==> config.mk <==
export PLATFORM = sky130hd
export DESIGN_NAME = mem_stage
export DESIGN_NICKNAME = d
export VERILOG_FILES = /design/src/verilog/dmem_pkg.sv /design/src/verilog/rv32_isa_pkg.sv /design/src/verilog/mem_stage.sv /design/src/verilog/amo_unit.sv /design/src/verilog/mem_align.sv
export SDC_FILE = /design/constraint.sdc
export NUM_CORES = 1
export LEC_CHECK = 0
export BUFFER_PORTS_ARGS = -buffer_cell sky130_fd_sc_hd__buf_2
export CORE_ASPECT_RATIO = 1.25
export CORE_UTILIZATION = 35
export DETAILED_ROUTE_END_ITERATION = 8
export GPL_TIMING_DRIVEN = 0
export SYNTH_ARGS = -nofsm -noshare
export SYNTH_HDL_FRONTEND = slang
export SYNTH_SLANG_ARGS = --single-unit
==> constraint.sdc <==
create_clock -name clk -period 6.9 [get_ports clk]
set_clock_uncertainty 0.15 [all_clocks]
set_input_delay 0.345 -clock clk [delete_from_list [all_inputs] [get_ports clk]]
set_output_delay 0.345 -clock clk [all_outputs]
set_load 0.02 [all_outputs]
==> src/verilog/dmem_pkg.sv <==
package dmem_pkg;

    // data and address width of the dmem bus
    localparam int xlen = 32;

    // one enable bit per byte lane
    localparam int mask_w = xlen / 8;

endpackage

==> src/verilog/rv32_isa_pkg.sv <==
package rv32_isa_pkg;

    // major opcodes seen by the memory stage
    localparam logic [6:0] op_load  = 7'b0000011;
    localparam logic [6:0] op_store = 7'b0100011;
    localparam logic [6:0] op_amo   = 7'b0101111;

    // load widths, bit 2 selects zero extension
    localparam logic [2:0] f3_lb  = 3'b000;
    localparam logic [2:0] f3_lh  = 3'b001;
    localparam logic [2:0] f3_lw  = 3'b010;
    localparam logic [2:0] f3_lbu = 3'b100;
    localparam logic [2:0] f3_lhu = 3'b101;

    // store widths
    localparam logic [2:0] f3_sb = 3'b000;
    localparam logic [2:0] f3_sh = 3'b001;
    localparam logic [2:0] f3_sw = 3'b010;

    // A-extension funct5, instr[31:27]
    localparam logic [4:0] amo_lr   = 5'b00010;
    localparam logic [4:0] amo_sc   = 5'b00011;
    localparam logic [4:0] amo_swap = 5'b00001;
    localparam logic [4:0] amo_add  = 5'b00000;
    localparam logic [4:0] amo_xor  = 5'b00100;
    localparam logic [4:0] amo_and  = 5'b01100;
    localparam logic [4:0] amo_or   = 5'b01000;

    // signed compare group
    localparam logic [4:0] amo_min  = 5'b10000;
    localparam logic [4:0] amo_max  = 5'b10100;

    // unsigned compare group
    localparam logic [4:0] amo_minu = 5'b11000;
    localparam logic [4:0] amo_maxu = 5'b11100;

endpackage
==> src/verilog/mem_stage.sv <==
`timescale 1ns/10ps

module mem_stage (
    input  logic                        clk,
    input  logic                        rst,
    input  logic                        in_valid,
    input  logic [6:0]                  opcode,
    input  logic [2:0]                  funct3,
    input  logic [4:0]                  funct5,
    input  logic [dmem_pkg::xlen-1:0]   addr,
    input  logic [dmem_pkg::xlen-1:0]   rs2_v,
    input  logic [4:0]                  rd_s,
    input  logic [dmem_pkg::xlen-1:0]   dmem_rdata,
    input  logic                        dmem_resp,
    output logic [dmem_pkg::xlen-1:0]   dmem_addr,
    output logic [dmem_pkg::mask_w-1:0] dmem_rmask,
    output logic [dmem_pkg::mask_w-1:0] dmem_wmask,
    output logic [dmem_pkg::xlen-1:0]   dmem_wdata,
    output logic                        stall,
    output logic                        wb_valid,
    output logic [4:0]                  wb_rd_s,
    output logic [dmem_pkg::xlen-1:0]   wb_data,
    output logic                        lock,
    output logic [dmem_pkg::xlen-1:0]   locked_address
);

logic is_load;
logic is_store;
logic is_amo;
logic active;   // instruction has been seen for at least one edge
logic issued;   // one-shot, request already went out
logic go;
logic mem_done;
logic done;
logic rd_fire;
logic wr_fire;
logic [dmem_pkg::xlen-1:0]   word_addr;
logic [dmem_pkg::xlen-1:0]   wdata;
logic [dmem_pkg::xlen-1:0]   load_data;
logic [dmem_pkg::xlen-1:0]   amo_wr_data;
logic [dmem_pkg::xlen-1:0]   amo_old;
logic [dmem_pkg::mask_w-1:0] rmask;
logic [dmem_pkg::mask_w-1:0] wmask;
logic amo_rd_req;
logic amo_wr_req;
logic amo_done;
logic sc_fail;

assign is_load  = (opcode == rv32_isa_pkg::op_load);
assign is_store = (opcode == rv32_isa_pkg::op_store);
assign is_amo   = (opcode == rv32_isa_pkg::op_amo);

assign go = in_valid && active && !issued; // first cycle after acceptance

always_comb
begin
    if (is_amo)
        mem_done = amo_done;
    else if (is_load || is_store)
        mem_done = issued && dmem_resp;
    else
        mem_done = go;  // not a memory op, just pass it through
end

assign done  = in_valid && active && mem_done;
assign stall = in_valid && !done;

always_ff @(posedge clk)
begin
    if (rst)
    begin
        active <= 1'b0;
        issued <= 1'b0;
    end
    else if (done)
    begin
        active <= 1'b0;
        issued <= 1'b0;
    end
    else
    begin
        if (in_valid)
            active <= 1'b1;
        if (go)
            issued <= 1'b1;
    end
end

// atomics sequence their own requests
assign rd_fire = is_amo ? amo_rd_req : (go && is_load);
assign wr_fire = is_amo ? amo_wr_req : (go && is_store);

assign dmem_addr  = (rd_fire || wr_fire) ? word_addr : '0;
assign dmem_rmask = rd_fire ? rmask : '0;
assign dmem_wmask = wr_fire ? wmask : '0;
assign dmem_wdata = wr_fire ? wdata : '0;

assign wb_valid = done;
assign wb_rd_s  = rd_s;

always_comb
begin
    if (is_load)
        wb_data = load_data;
    else if (is_amo && (funct5 == rv32_isa_pkg::amo_sc))
        wb_data = {{(dmem_pkg::xlen-1){1'b0}}, sc_fail};
    else if (is_amo)
        wb_data = amo_old;
    else
        wb_data = '0;   // stores write nothing back
end

mem_align i_mem_align (
    .opcode    (opcode),
    .funct3    (funct3),
    .funct5    (funct5),
    .addr      (addr),
    .rs2_v     (rs2_v),
    .rdata_raw (dmem_rdata),
    .amo_wdata (amo_wr_data),
    .word_addr (word_addr),
    .rmask     (rmask),
    .wmask     (wmask),
    .wdata     (wdata),
    .load_data (load_data)
);

amo_unit i_amo_unit (
    .clk            (clk),
    .rst            (rst),
    .start          (go && is_amo),
    .funct5         (funct5),
    .word_addr      (word_addr),
    .operand        (rs2_v),
    .rdata          (dmem_rdata),
    .resp           (dmem_resp),
    .store_seen     (|dmem_wmask),  // any write can break the reservation
    .store_addr     (dmem_addr),
    .rd_req         (amo_rd_req),
    .wr_req         (amo_wr_req),
    .wr_data        (amo_wr_data),
    .old_data       (amo_old),
    .done           (amo_done),
    .sc_fail        (sc_fail),
    .lock           (lock),
    .locked_address (locked_address)
);

endmodule

==> src/verilog/amo_unit.sv <==
`timescale 1ns/10ps

module amo_unit (
    input  logic        clk,
    input  logic        rst,
    input  logic        start,
    input  logic [4:0]  funct5,
    input  logic [31:0] word_addr,
    input  logic [31:0] operand,
    input  logic [31:0] rdata,
    input  logic        resp,
    input  logic        store_seen,
    input  logic [31:0] store_addr,
    output logic        rd_req,
    output logic        wr_req,
    output logic [31:0] wr_data,
    output logic [31:0] old_data,
    output logic        done,
    output logic        sc_fail,
    output logic        lock,
    output logic [31:0] locked_address
);

typedef enum logic [1:0] {
    st_idle,
    st_read,    // read issued, waiting for the response
    st_write,   // one cycle, write request goes out
    st_finish   // waiting for the write response
} state_t;

state_t state;
state_t state_next;
logic is_lr;
logic is_sc;
logic sc_ok;
logic launch;
logic [31:0] old_q;   // memory word before the operation
logic [31:0] alu_out;

assign is_lr  = (funct5 == rv32_isa_pkg::amo_lr);
assign is_sc  = (funct5 == rv32_isa_pkg::amo_sc);
assign sc_ok  = lock && (locked_address == word_addr);
assign launch = (state == st_idle) && start;

assign rd_req  = launch && !is_sc;
assign wr_req  = (launch && is_sc && sc_ok) || (state == st_write);
assign sc_fail = launch && is_sc && !sc_ok; // no request at all, done right away
assign done    = sc_fail || ((state == st_read) && resp && is_lr)
               || ((state == st_finish) && resp);

// lr finishes on the read response, before old_q is loaded
assign old_data = (state == st_read) ? rdata : old_q;
assign wr_data  = alu_out;

always_comb
begin
    case (funct5)
        rv32_isa_pkg::amo_add:  alu_out = old_q + operand;
        rv32_isa_pkg::amo_xor:  alu_out = old_q ^ operand;
        rv32_isa_pkg::amo_and:  alu_out = old_q & operand;
        rv32_isa_pkg::amo_or:   alu_out = old_q | operand;
        rv32_isa_pkg::amo_min:  alu_out = ($signed(old_q) < $signed(operand)) ? old_q : operand;
        rv32_isa_pkg::amo_max:  alu_out = ($signed(old_q) > $signed(operand)) ? old_q : operand;
        rv32_isa_pkg::amo_minu: alu_out = (old_q < operand) ? old_q : operand;
        rv32_isa_pkg::amo_maxu: alu_out = (old_q > operand) ? old_q : operand;
        rv32_isa_pkg::amo_swap: alu_out = operand;
        default:                alu_out = operand;  // sc stores rs2 as is
    endcase
end

always_comb
begin
    state_next = state;
    case (state)
        st_idle:
        begin
            if (launch)
            begin
                if (is_sc)
                    state_next = sc_ok ? st_finish : st_idle;
                else
                    state_next = st_read;
            end
        end
        st_read:   if (resp) state_next = is_lr ? st_idle : st_write;
        st_write:  state_next = st_finish;
        st_finish: if (resp) state_next = st_idle;
        default:   state_next = st_idle;
    endcase
end

always_ff @(posedge clk)
begin
    if (rst)
        state <= st_idle;
    else
        state <= state_next;
end

always_ff @(posedge clk)
begin
    if ((state == st_read) && resp)
        old_q <= rdata;
end

// single hart reservation
always_ff @(posedge clk)
begin
    if (rst)
    begin
        lock           <= 1'b0;
        locked_address <= '0;
    end
    else if ((state == st_read) && resp && is_lr)
    begin
        lock           <= 1'b1;
        locked_address <= word_addr;
    end
    else if (launch && is_sc)
        lock <= 1'b0;   // pass or fail, sc consumes it
    else if (store_seen && (store_addr == locked_address))
        lock <= 1'b0;
end

endmodule

==> src/verilog/mem_align.sv <==
`timescale 1ns/10ps

module mem_align (
    input  logic [6:0]                  opcode,
    input  logic [2:0]                  funct3,
    input  logic [4:0]                  funct5,
    input  logic [dmem_pkg::xlen-1:0]   addr,
    input  logic [dmem_pkg::xlen-1:0]   rs2_v,
    input  logic [dmem_pkg::xlen-1:0]   rdata_raw,
    input  logic [dmem_pkg::xlen-1:0]   amo_wdata,
    output logic [dmem_pkg::xlen-1:0]   word_addr,
    output logic [dmem_pkg::mask_w-1:0] rmask,
    output logic [dmem_pkg::mask_w-1:0] wmask,
    output logic [dmem_pkg::xlen-1:0]   wdata,
    output logic [dmem_pkg::xlen-1:0]   load_data
);

logic [1:0]  slide;     // byte offset within the word
logic [7:0]  sel_byte;
logic [15:0] sel_half;

assign word_addr = {addr[dmem_pkg::xlen-1:2], 2'b00};
assign slide     = addr[1:0];

// lanes picked out of the raw word for narrow loads
assign sel_byte = rdata_raw[8*slide +: 8];
assign sel_half = rdata_raw[16*slide[1] +: 16];

always_comb
begin
    rmask = '0;
    wmask = '0;
    wdata = '0;
    case (opcode)
        rv32_isa_pkg::op_load:
        begin
            case (funct3)
                rv32_isa_pkg::f3_lb, rv32_isa_pkg::f3_lbu: rmask = 4'b0001 << slide;
                rv32_isa_pkg::f3_lh, rv32_isa_pkg::f3_lhu: rmask = 4'b0011 << slide;
                rv32_isa_pkg::f3_lw:                       rmask = 4'b1111;
                default:                                   rmask = '0;
            endcase
        end
        rv32_isa_pkg::op_store:
        begin
            // data is replicated, the mask picks the lanes that get written
            case (funct3)
                rv32_isa_pkg::f3_sb:
                begin
                    wmask = 4'b0001 << slide;
                    wdata = {4{rs2_v[7:0]}};
                end
                rv32_isa_pkg::f3_sh:
                begin
                    wmask = 4'b0011 << slide;
                    wdata = {2{rs2_v[15:0]}};
                end
                rv32_isa_pkg::f3_sw:
                begin
                    wmask = 4'b1111;
                    wdata = rs2_v;
                end
                default:
                begin
                    wmask = '0;
                    wdata = '0;
                end
            endcase
        end
        rv32_isa_pkg::op_amo:
        begin
            // atomics are word sized; sc never reads, lr never writes
            rmask = (funct5 == rv32_isa_pkg::amo_sc) ? '0 : '1;
            wmask = (funct5 == rv32_isa_pkg::amo_lr) ? '0 : '1;
            wdata = (funct5 == rv32_isa_pkg::amo_lr) ? '0 : amo_wdata;
        end
        default:
        begin
            rmask = '0;
            wmask = '0;
            wdata = '0;
        end
    endcase
end

// sign or zero extension of the selected lanes
always_comb
begin
    case (funct3)
        rv32_isa_pkg::f3_lb:  load_data = {{(dmem_pkg::xlen-8){sel_byte[7]}}, sel_byte};
        rv32_isa_pkg::f3_lbu: load_data = {{(dmem_pkg::xlen-8){1'b0}}, sel_byte};
        rv32_isa_pkg::f3_lh:  load_data = {{(dmem_pkg::xlen-16){sel_half[15]}}, sel_half};
        rv32_isa_pkg::f3_lhu: load_data = {{(dmem_pkg::xlen-16){1'b0}}, sel_half};
        default:              load_data = rdata_raw; // lw
    endcase
end

endmodule

==> results.toml, run 1 <==
[outcome]
status = "finished clean"

[routing]
firstDrtPassIters = 7
vias_per_cell = 6.12
wl_per_cell_um = 25.0
drt-total-wl_mm = 54.1
drc = 0
dr.first_iter.drc_count = 1190
ant_nets = 0
vias = 13255

[pwr]
p_sw_mw = 0.460
p_int_mw = 0.857
comb_power_share = 0.308
ir_worst_vdd_v = 0.000120
seqPwrFrac = 0.317
leakagePower_nw = 5.49
p_per_area_mw_per_mm2 = 106
switching_share = 0.349
clkPwrFrac = 0.375

[floorplan]
initial_core_util = 0.356
ios = 264
die_x_um = 156
core-area_mm2 = 0.0292
die-height_um = 194
row_count = 70
dieArea_mm2 = 0.0303

[timing]
fin_crit_ns = 6.12
worst_slew_pin_slew_ns = 1.25
drv_slew = 0
rsz0062_at_grt = "no"
finalSetupViolations = 0
hold_violations = 0
post-route-period-util = 0.887
whs_ns = 0.0988
slew_headroom = 0.159
fin_setup_tns_ns = 0
max_freq_mhz = 163
fin_ws_ns = 0.781

[yosys]
syn-mean-instance-area_um2 = 6.91
synth_ff_type = "dfxtp_1"
synth_adder_area_share = 0.123
synth_top_area_share = 0.121
ys_warn_count = 0
ys_async_sr_fraction = 0
ys_seq_area_frac = 0.160
synth_area_leader_cell = "ha_1"
synth_xor_area_frac = 0.0414
synth_compound_area_frac = 0.350
netlist_instances = 1501
synth-edff-count = 32
synthMuxAreaShare = 0.0276
synth_top_family_by_area = "compound AO/OA/AOI/OAI gates"
syn_area_mm2 = 0.0104
ys_ff_latch = 67
synth_area_leaders = "ha_1, edfxtp_1, a21oi_1, dfxtp_1, nand2_1"
synth_simple_gate_area_frac = 0.215
synth_cell_types = 87

[place]
gp_congestion = 1.02
dp_slack_ns = 1.40
dp.cells = 2151
hpwlAfterDp_mm = 43.7
port_buffers = 249

[critical_path]
cp_slowest_stage_delay_ns = 0.94
cp_max_fo = 10
setup.worst_path.end_class = "output port"
crit_buf_inv = 3
startpoint_type = "register"
reg2reg_slack_ns = 2.92
cp.required_ns = 6.40
crit_top_cell = "o21ai_0"
crit_slowest_cell = "nor2_1"
arrival_ns = 5.62
cp_cell_sequence = "inv_1 > ha_1 > clkbuf_1 > nor4_1 > and4_1 > nand4_1 > nand3_1 > o21ai_0 > mux2_4 > nor2_1 > o21ai_0 > nor3_1 > o32ai_1 > buf_2"
cpLargestDelayFamily = "simple AND/OR/NAND/NOR gates"
crit_type = "reg2out"

[cts]
clk_pin_slew_ns = 0.06
hold_buffers = 0
cts_tree = "yes"
numClockSinks = 67
cts_setup_buffers = 0
ctsResizeCount = 0
root_buffer = "clkbuf_16"
htree_levels = 3
cts_made_buffers = 9
clock_tree.buffer_depth = 2
clock_latency_ns = 0.35

[cells_and_area]
final_cells = 2167
fillers = 3134
nets = 1987
layout_commonest_cell = "buf_2"
antenna-diode-count = 0
layout-drive-gt1-share = 0.182
regArea_mm2 = 0.00166
multiInputGateArea_mm2 = 0.00788
final_core_util = 0.428
syn2layout_area_growth_pct = 20.3
final_cell_mix = "buf_2, a21oi_1, nand2_1"

[grt]
overflow = 0
grt_pass1_vias = 12544
grt_max_degree = 34
antenna_found_initial = 2
grt_usage = 0.349
grt_pass1_wl_mm = 78.4

[run]
maxCapViolations = 0

[hold_path]
hold_class = "in2reg"
## layout make-up
cell class	instances	area share
tap	396	0.0397
multi-input combinational	1221	0.632
clock buffer	16	0.0251
inverter	111	0.0334
timing repair buffer	251	0.101
sequential	67	0.133
buffer	105	0.0358
## synthesized netlist by cell type (all sizes together), types with 11 or more instances
cell / n
a211oi: 11
a21o: 24
a21oi: 181
a221oi: 44
a22o: 12
a22oi: 11
a31oi: 22
and2: 26
buf: 25
clkbuf: 80
dfxtp: 35
edfxtp: 32
ha: 100
inv: 108
mux2i: 17
nand2: 152
nand2b: 15
nand3: 30
nand4: 11
nor2: 151
nor2b: 15
nor3: 28
nor4: 12
o2111ai: 11
o211ai: 17
o21a: 12
o21ai: 108
o221ai: 11
o22ai: 43
xnor2: 34
xor2: 15
## kinds of logic (layout without fill, tap and decap cells)
logic type,count (synthesis),in the layout
AND/OR/NAND/NOR,479,479
adder cells (fa/ha/maj),101,101
XOR/XNOR,49,49
other,1,4
AO/OA/AOI/OAI,562,562
buffers and inverters,216,483
multiplexers,26,26
flip-flops,67,67
## final timing paths
kind	cells past startpoint	to	start
max	14	dmem_wdata[16]	i_amo_unit.old_q[28]
min reg2reg	2	active	active
min	1	i_amo_unit.old_q[18]	dmem_rdata[18]
max reg2reg	9	i_amo_unit.lock	i_amo_unit.locked_address[12]
## per-stage QoR
| stage | area (um2) | power [mW] |
|---|---|---|
| 2_1_floorplan | 10400 | 0.651 |
| 3_3_place_gp | 12100 | 0.816 |
| 3_5_place_dp | 12200 | 0.819 |
| 4_1_cts | 12500 | 1.31 |
| 5_1_grt | 12500 | 1.36 |
| 6_report | 12500 | 1.32 |
## flip-flops by register name, summed over array words and instances, names as in the netlist
name and flops:
i_amo_unit.old_q 32, i_amo_unit.locked_address 30, i_amo_unit.state 2, issued 1, i_amo_unit.lock 1, active 1
## routing by layer
metal | part of all wire | track usage | vias up
met2 | 0.48 | 0.601 | 807
li1 | - | - | 6017
met3 | 0.078 | 0.0535 | 191
met4 | 0.069 | 0.225 | 4
met5 | 0.00048 | 0 | -
met1 | 0.37 | 0.397 | 6236
## power groups by stage
stage               clock network (mW)  registers (mW)  logic [mW]
finish                           0.493           0.418       0.405
global route                     0.512           0.418       0.430
CTS                              0.493           0.418       0.394
detailed placement                   0           0.426       0.392
global placement                     0           0.426       0.390
floorplan                            0           0.426       0.225
No activity file was read; power rests on OpenSTA's default activity.
==> run 2, diff against run 1 <==
Settings changed: ABC_AREA from default to 1.
==> results.toml, run 2 <==
[outcome]
status = "finished clean"

[cells_and_area]
top_regs = "i_amo_unit.old_q (32), i_amo_unit.locked_address (30), i_amo_unit.state (2)"
layout-drive-gt1-share = 0.151
final_cell_mix = "nand2_1, buf_2, inv_1"
largest_reg_flops = 32
syn2layout_area_growth_pct = 17.9
final_cells = 2795
top_register = "i_amo_unit.old_q"
nets = 2587
layout_commonest_cell = "nand2_1"

[timing]
fin_setup_tns_ns = 0
max_freq_mhz = 189
slew_headroom = 0.227
hold_violations = 0
worst_slew_pin_slew_ns = 1.16
fin_crit_ns = 5.29
rsz0062_at_grt = "no"
drv_slew = 0
finalSetupViolations = 0
post-route-period-util = 0.766

[yosys]
synth_cell_types = 60
ys_ff_latch = 67
ys_seq_area_frac = 0.138
syn-mean-instance-area_um2 = 5.73
synth_top_area_share = 0.169
synth_common_cells = "nand2_1, inv_1, a21oi_1"
synth-edff-count = 32
synth_area_leaders = "nand2_1, ha_1, a21oi_1, o21ai_0, inv_1"
synth_ff_type = "dfxtp_1"
syn_area_mm2 = 0.0120
synth_area_leader_cell = "nand2_1"
synth.most_common_cell = "nand2_1"
netlist_instances = 2097
ys_async_sr_fraction = 0
ys_warn_count = 0

[routing]
ant_nets = 0
firstDrtPassIters = 6
dr.first_iter.drc_count = 2013
drt-total-wl_mm = 75.0
vias = 16721
drc = 0
vias_per_cell = 5.98
wl_per_cell_um = 26.8

[grt]
antenna_found_initial = 3
grt_pass1_vias = 15851
grt_pass1_wl_mm = 106
grt_max_degree = 28
overflow = 0
grt_usage = 0.419

[floorplan]
die_x_um = 168
core-area_mm2 = 0.0337
ios = 264
die-height_um = 209
initial_core_util = 0.357
row_count = 75
dieArea_mm2 = 0.0351

[critical_path]
crit_type = "reg2out"
cp.required_ns = 6.40
startpoint_type = "register"
setup.worst_path.end_class = "output port"
arrival_ns = 4.79
r2r-start = "i_amo_unit.locked_address[17]"
cp_max_fo = 10
reg2regPathDepth = 20
timing.rr.end = "i_amo_unit.lock"
reg2reg_slack_ns = 3.59

[cts]
clk_pin_slew_ns = 0.06
numClockSinks = 67
cts_tree = "yes"
root_buffer = "clkbuf_16"
htree_levels = 3
ctsResizeCount = 0
clock_latency_ns = 0.37
cts_made_buffers = 9
hold_buffers = 0
cts_setup_buffers = 0
clock_tree.buffer_depth = 2

[pwr]
p_per_area_mw_per_mm2 = 98.7
ir_worst_vdd_v = 0.000151
leakagePower_nw = 7.04
total_power_mw = 1.40

[hold_path]
hold_path_depth = 1
holdPathEnd = "i_amo_unit.old_q[8]"
hp-start = "dmem_rdata[8]"
hold_class = "in2reg"

[place]
dp.cells = 2778
gp_congestion = 1.08
hpwlAfterDp_mm = 60.7
port_buffers = 254

[run]
maxCapViolations = 0
run 2: cell types whose count changed after synthesis, moves of 46 or more:
cell	delta
a21oi_1	+60
inv_1	+168
nand2_1	+389
nand3_1	+75
o211ai_1	+46
o21ai_0	+131
run 2: routing by layer:
| metal | global-route usage | wire [um] | up-vias |
|---|---|---|---|
| met2 | 0.712 | 35000 | 1120 |
| met4 | 0.373 | 7450 | 0 |
| met1 | 0.450 | 26300 | 7679 |
| li1 | - | - | 7605 |
| met5 | 0 | 0 | - |
| met3 | 0.0653 | 6280 | 317 |
run 2: logic make-up (layout without fill, tap and decap cells):
group	count (synthesis)	count (layout)	synth area share
AND/OR/NAND/NOR	856	856	0.299
AO/OA/AOI/OAI	661	661	0.314
buffers and inverters	404	675	0.137
adder cells (fa/ha/maj)	101	101	0.106
flip-flops	67	67	0.138
XOR/XNOR	7	7	0.00510
other	1	5	0.000312
run 2: power breakdown:
part           switching [mW]  total, mW  leakage (nW)  internal [mW]
registers            0.000756      0.418         0.570          0.417
clock network           0.203      0.491         0.138          0.289
logic                   0.357      0.489          6.34          0.132
run 2: cell type report:
class / count / area (um2)
fillers: 3810 / 19500
inverters: 293 / 1100
plain buffers: 111 / 543
clock buffers: 10 / 239
clock inverters: 6 / 65.1
diodes: 1 / 2.50
flip-flops and latches: 67 / 1660
repair buffers: 255 / 1290
well taps: 423 / 529
multi-input cells: 1629 / 8730
run 2: worst max-delay path, stage by stage, from the launching register on:
cell and delay, ns:
edfxtp_1 0.58, inv_1 0.25, ha_1 0.32, clkbuf_2 0.18, inv_1 0.08, nand4_1 0.16, nor4_2 0.33, o31ai_1 0.21
nand2_1 0.12, nand2_2 0.09, nand2_4 0.12, nand2_1 0.06, nand2_1 0.38, buf_4 0.33, o21ai_0 0.10, nor2_1 0.13
nor2_1 0.08, nand3_1 0.15, nand2_1 0.07, a21oi_1 0.42, buf_2 0.26
run 2: through the flow:
| step | worst slack [ns] | cell area (um2) | utilization | hold slack, ns |
|---|---|---|---|---|
| after floorplan | 3.30 | 12000 | - | 0.264 |
| after global placement | 2.15 | 13800 | 0.410 | 0.317 |
| after detailed placement | 2.24 | 13900 | 0.411 | 0.326 |
| after CTS | 1.89 | 14200 | 0.420 | 0.0330 |
| after global routing | 1.46 | 14200 | 0.420 | 0.0471 |
| final | 1.61 | 14200 | 0.420 | 0.0402 |
run 2: worst max-delay path by stage:
stage	start	to	cells after the start
after floorplan	i_amo_unit.state[0]	stall	10
after global placement	i_amo_unit.state[0]	stall	11
after detailed placement	rs2_v[29]	dmem_wdata[19]	19
after CTS	i_amo_unit.old_q[12]	dmem_wdata[19]	20
after global routing	i_amo_unit.old_q[12]	dmem_wdata[19]	20
final	i_amo_unit.old_q[12]	dmem_wdata[19]	20
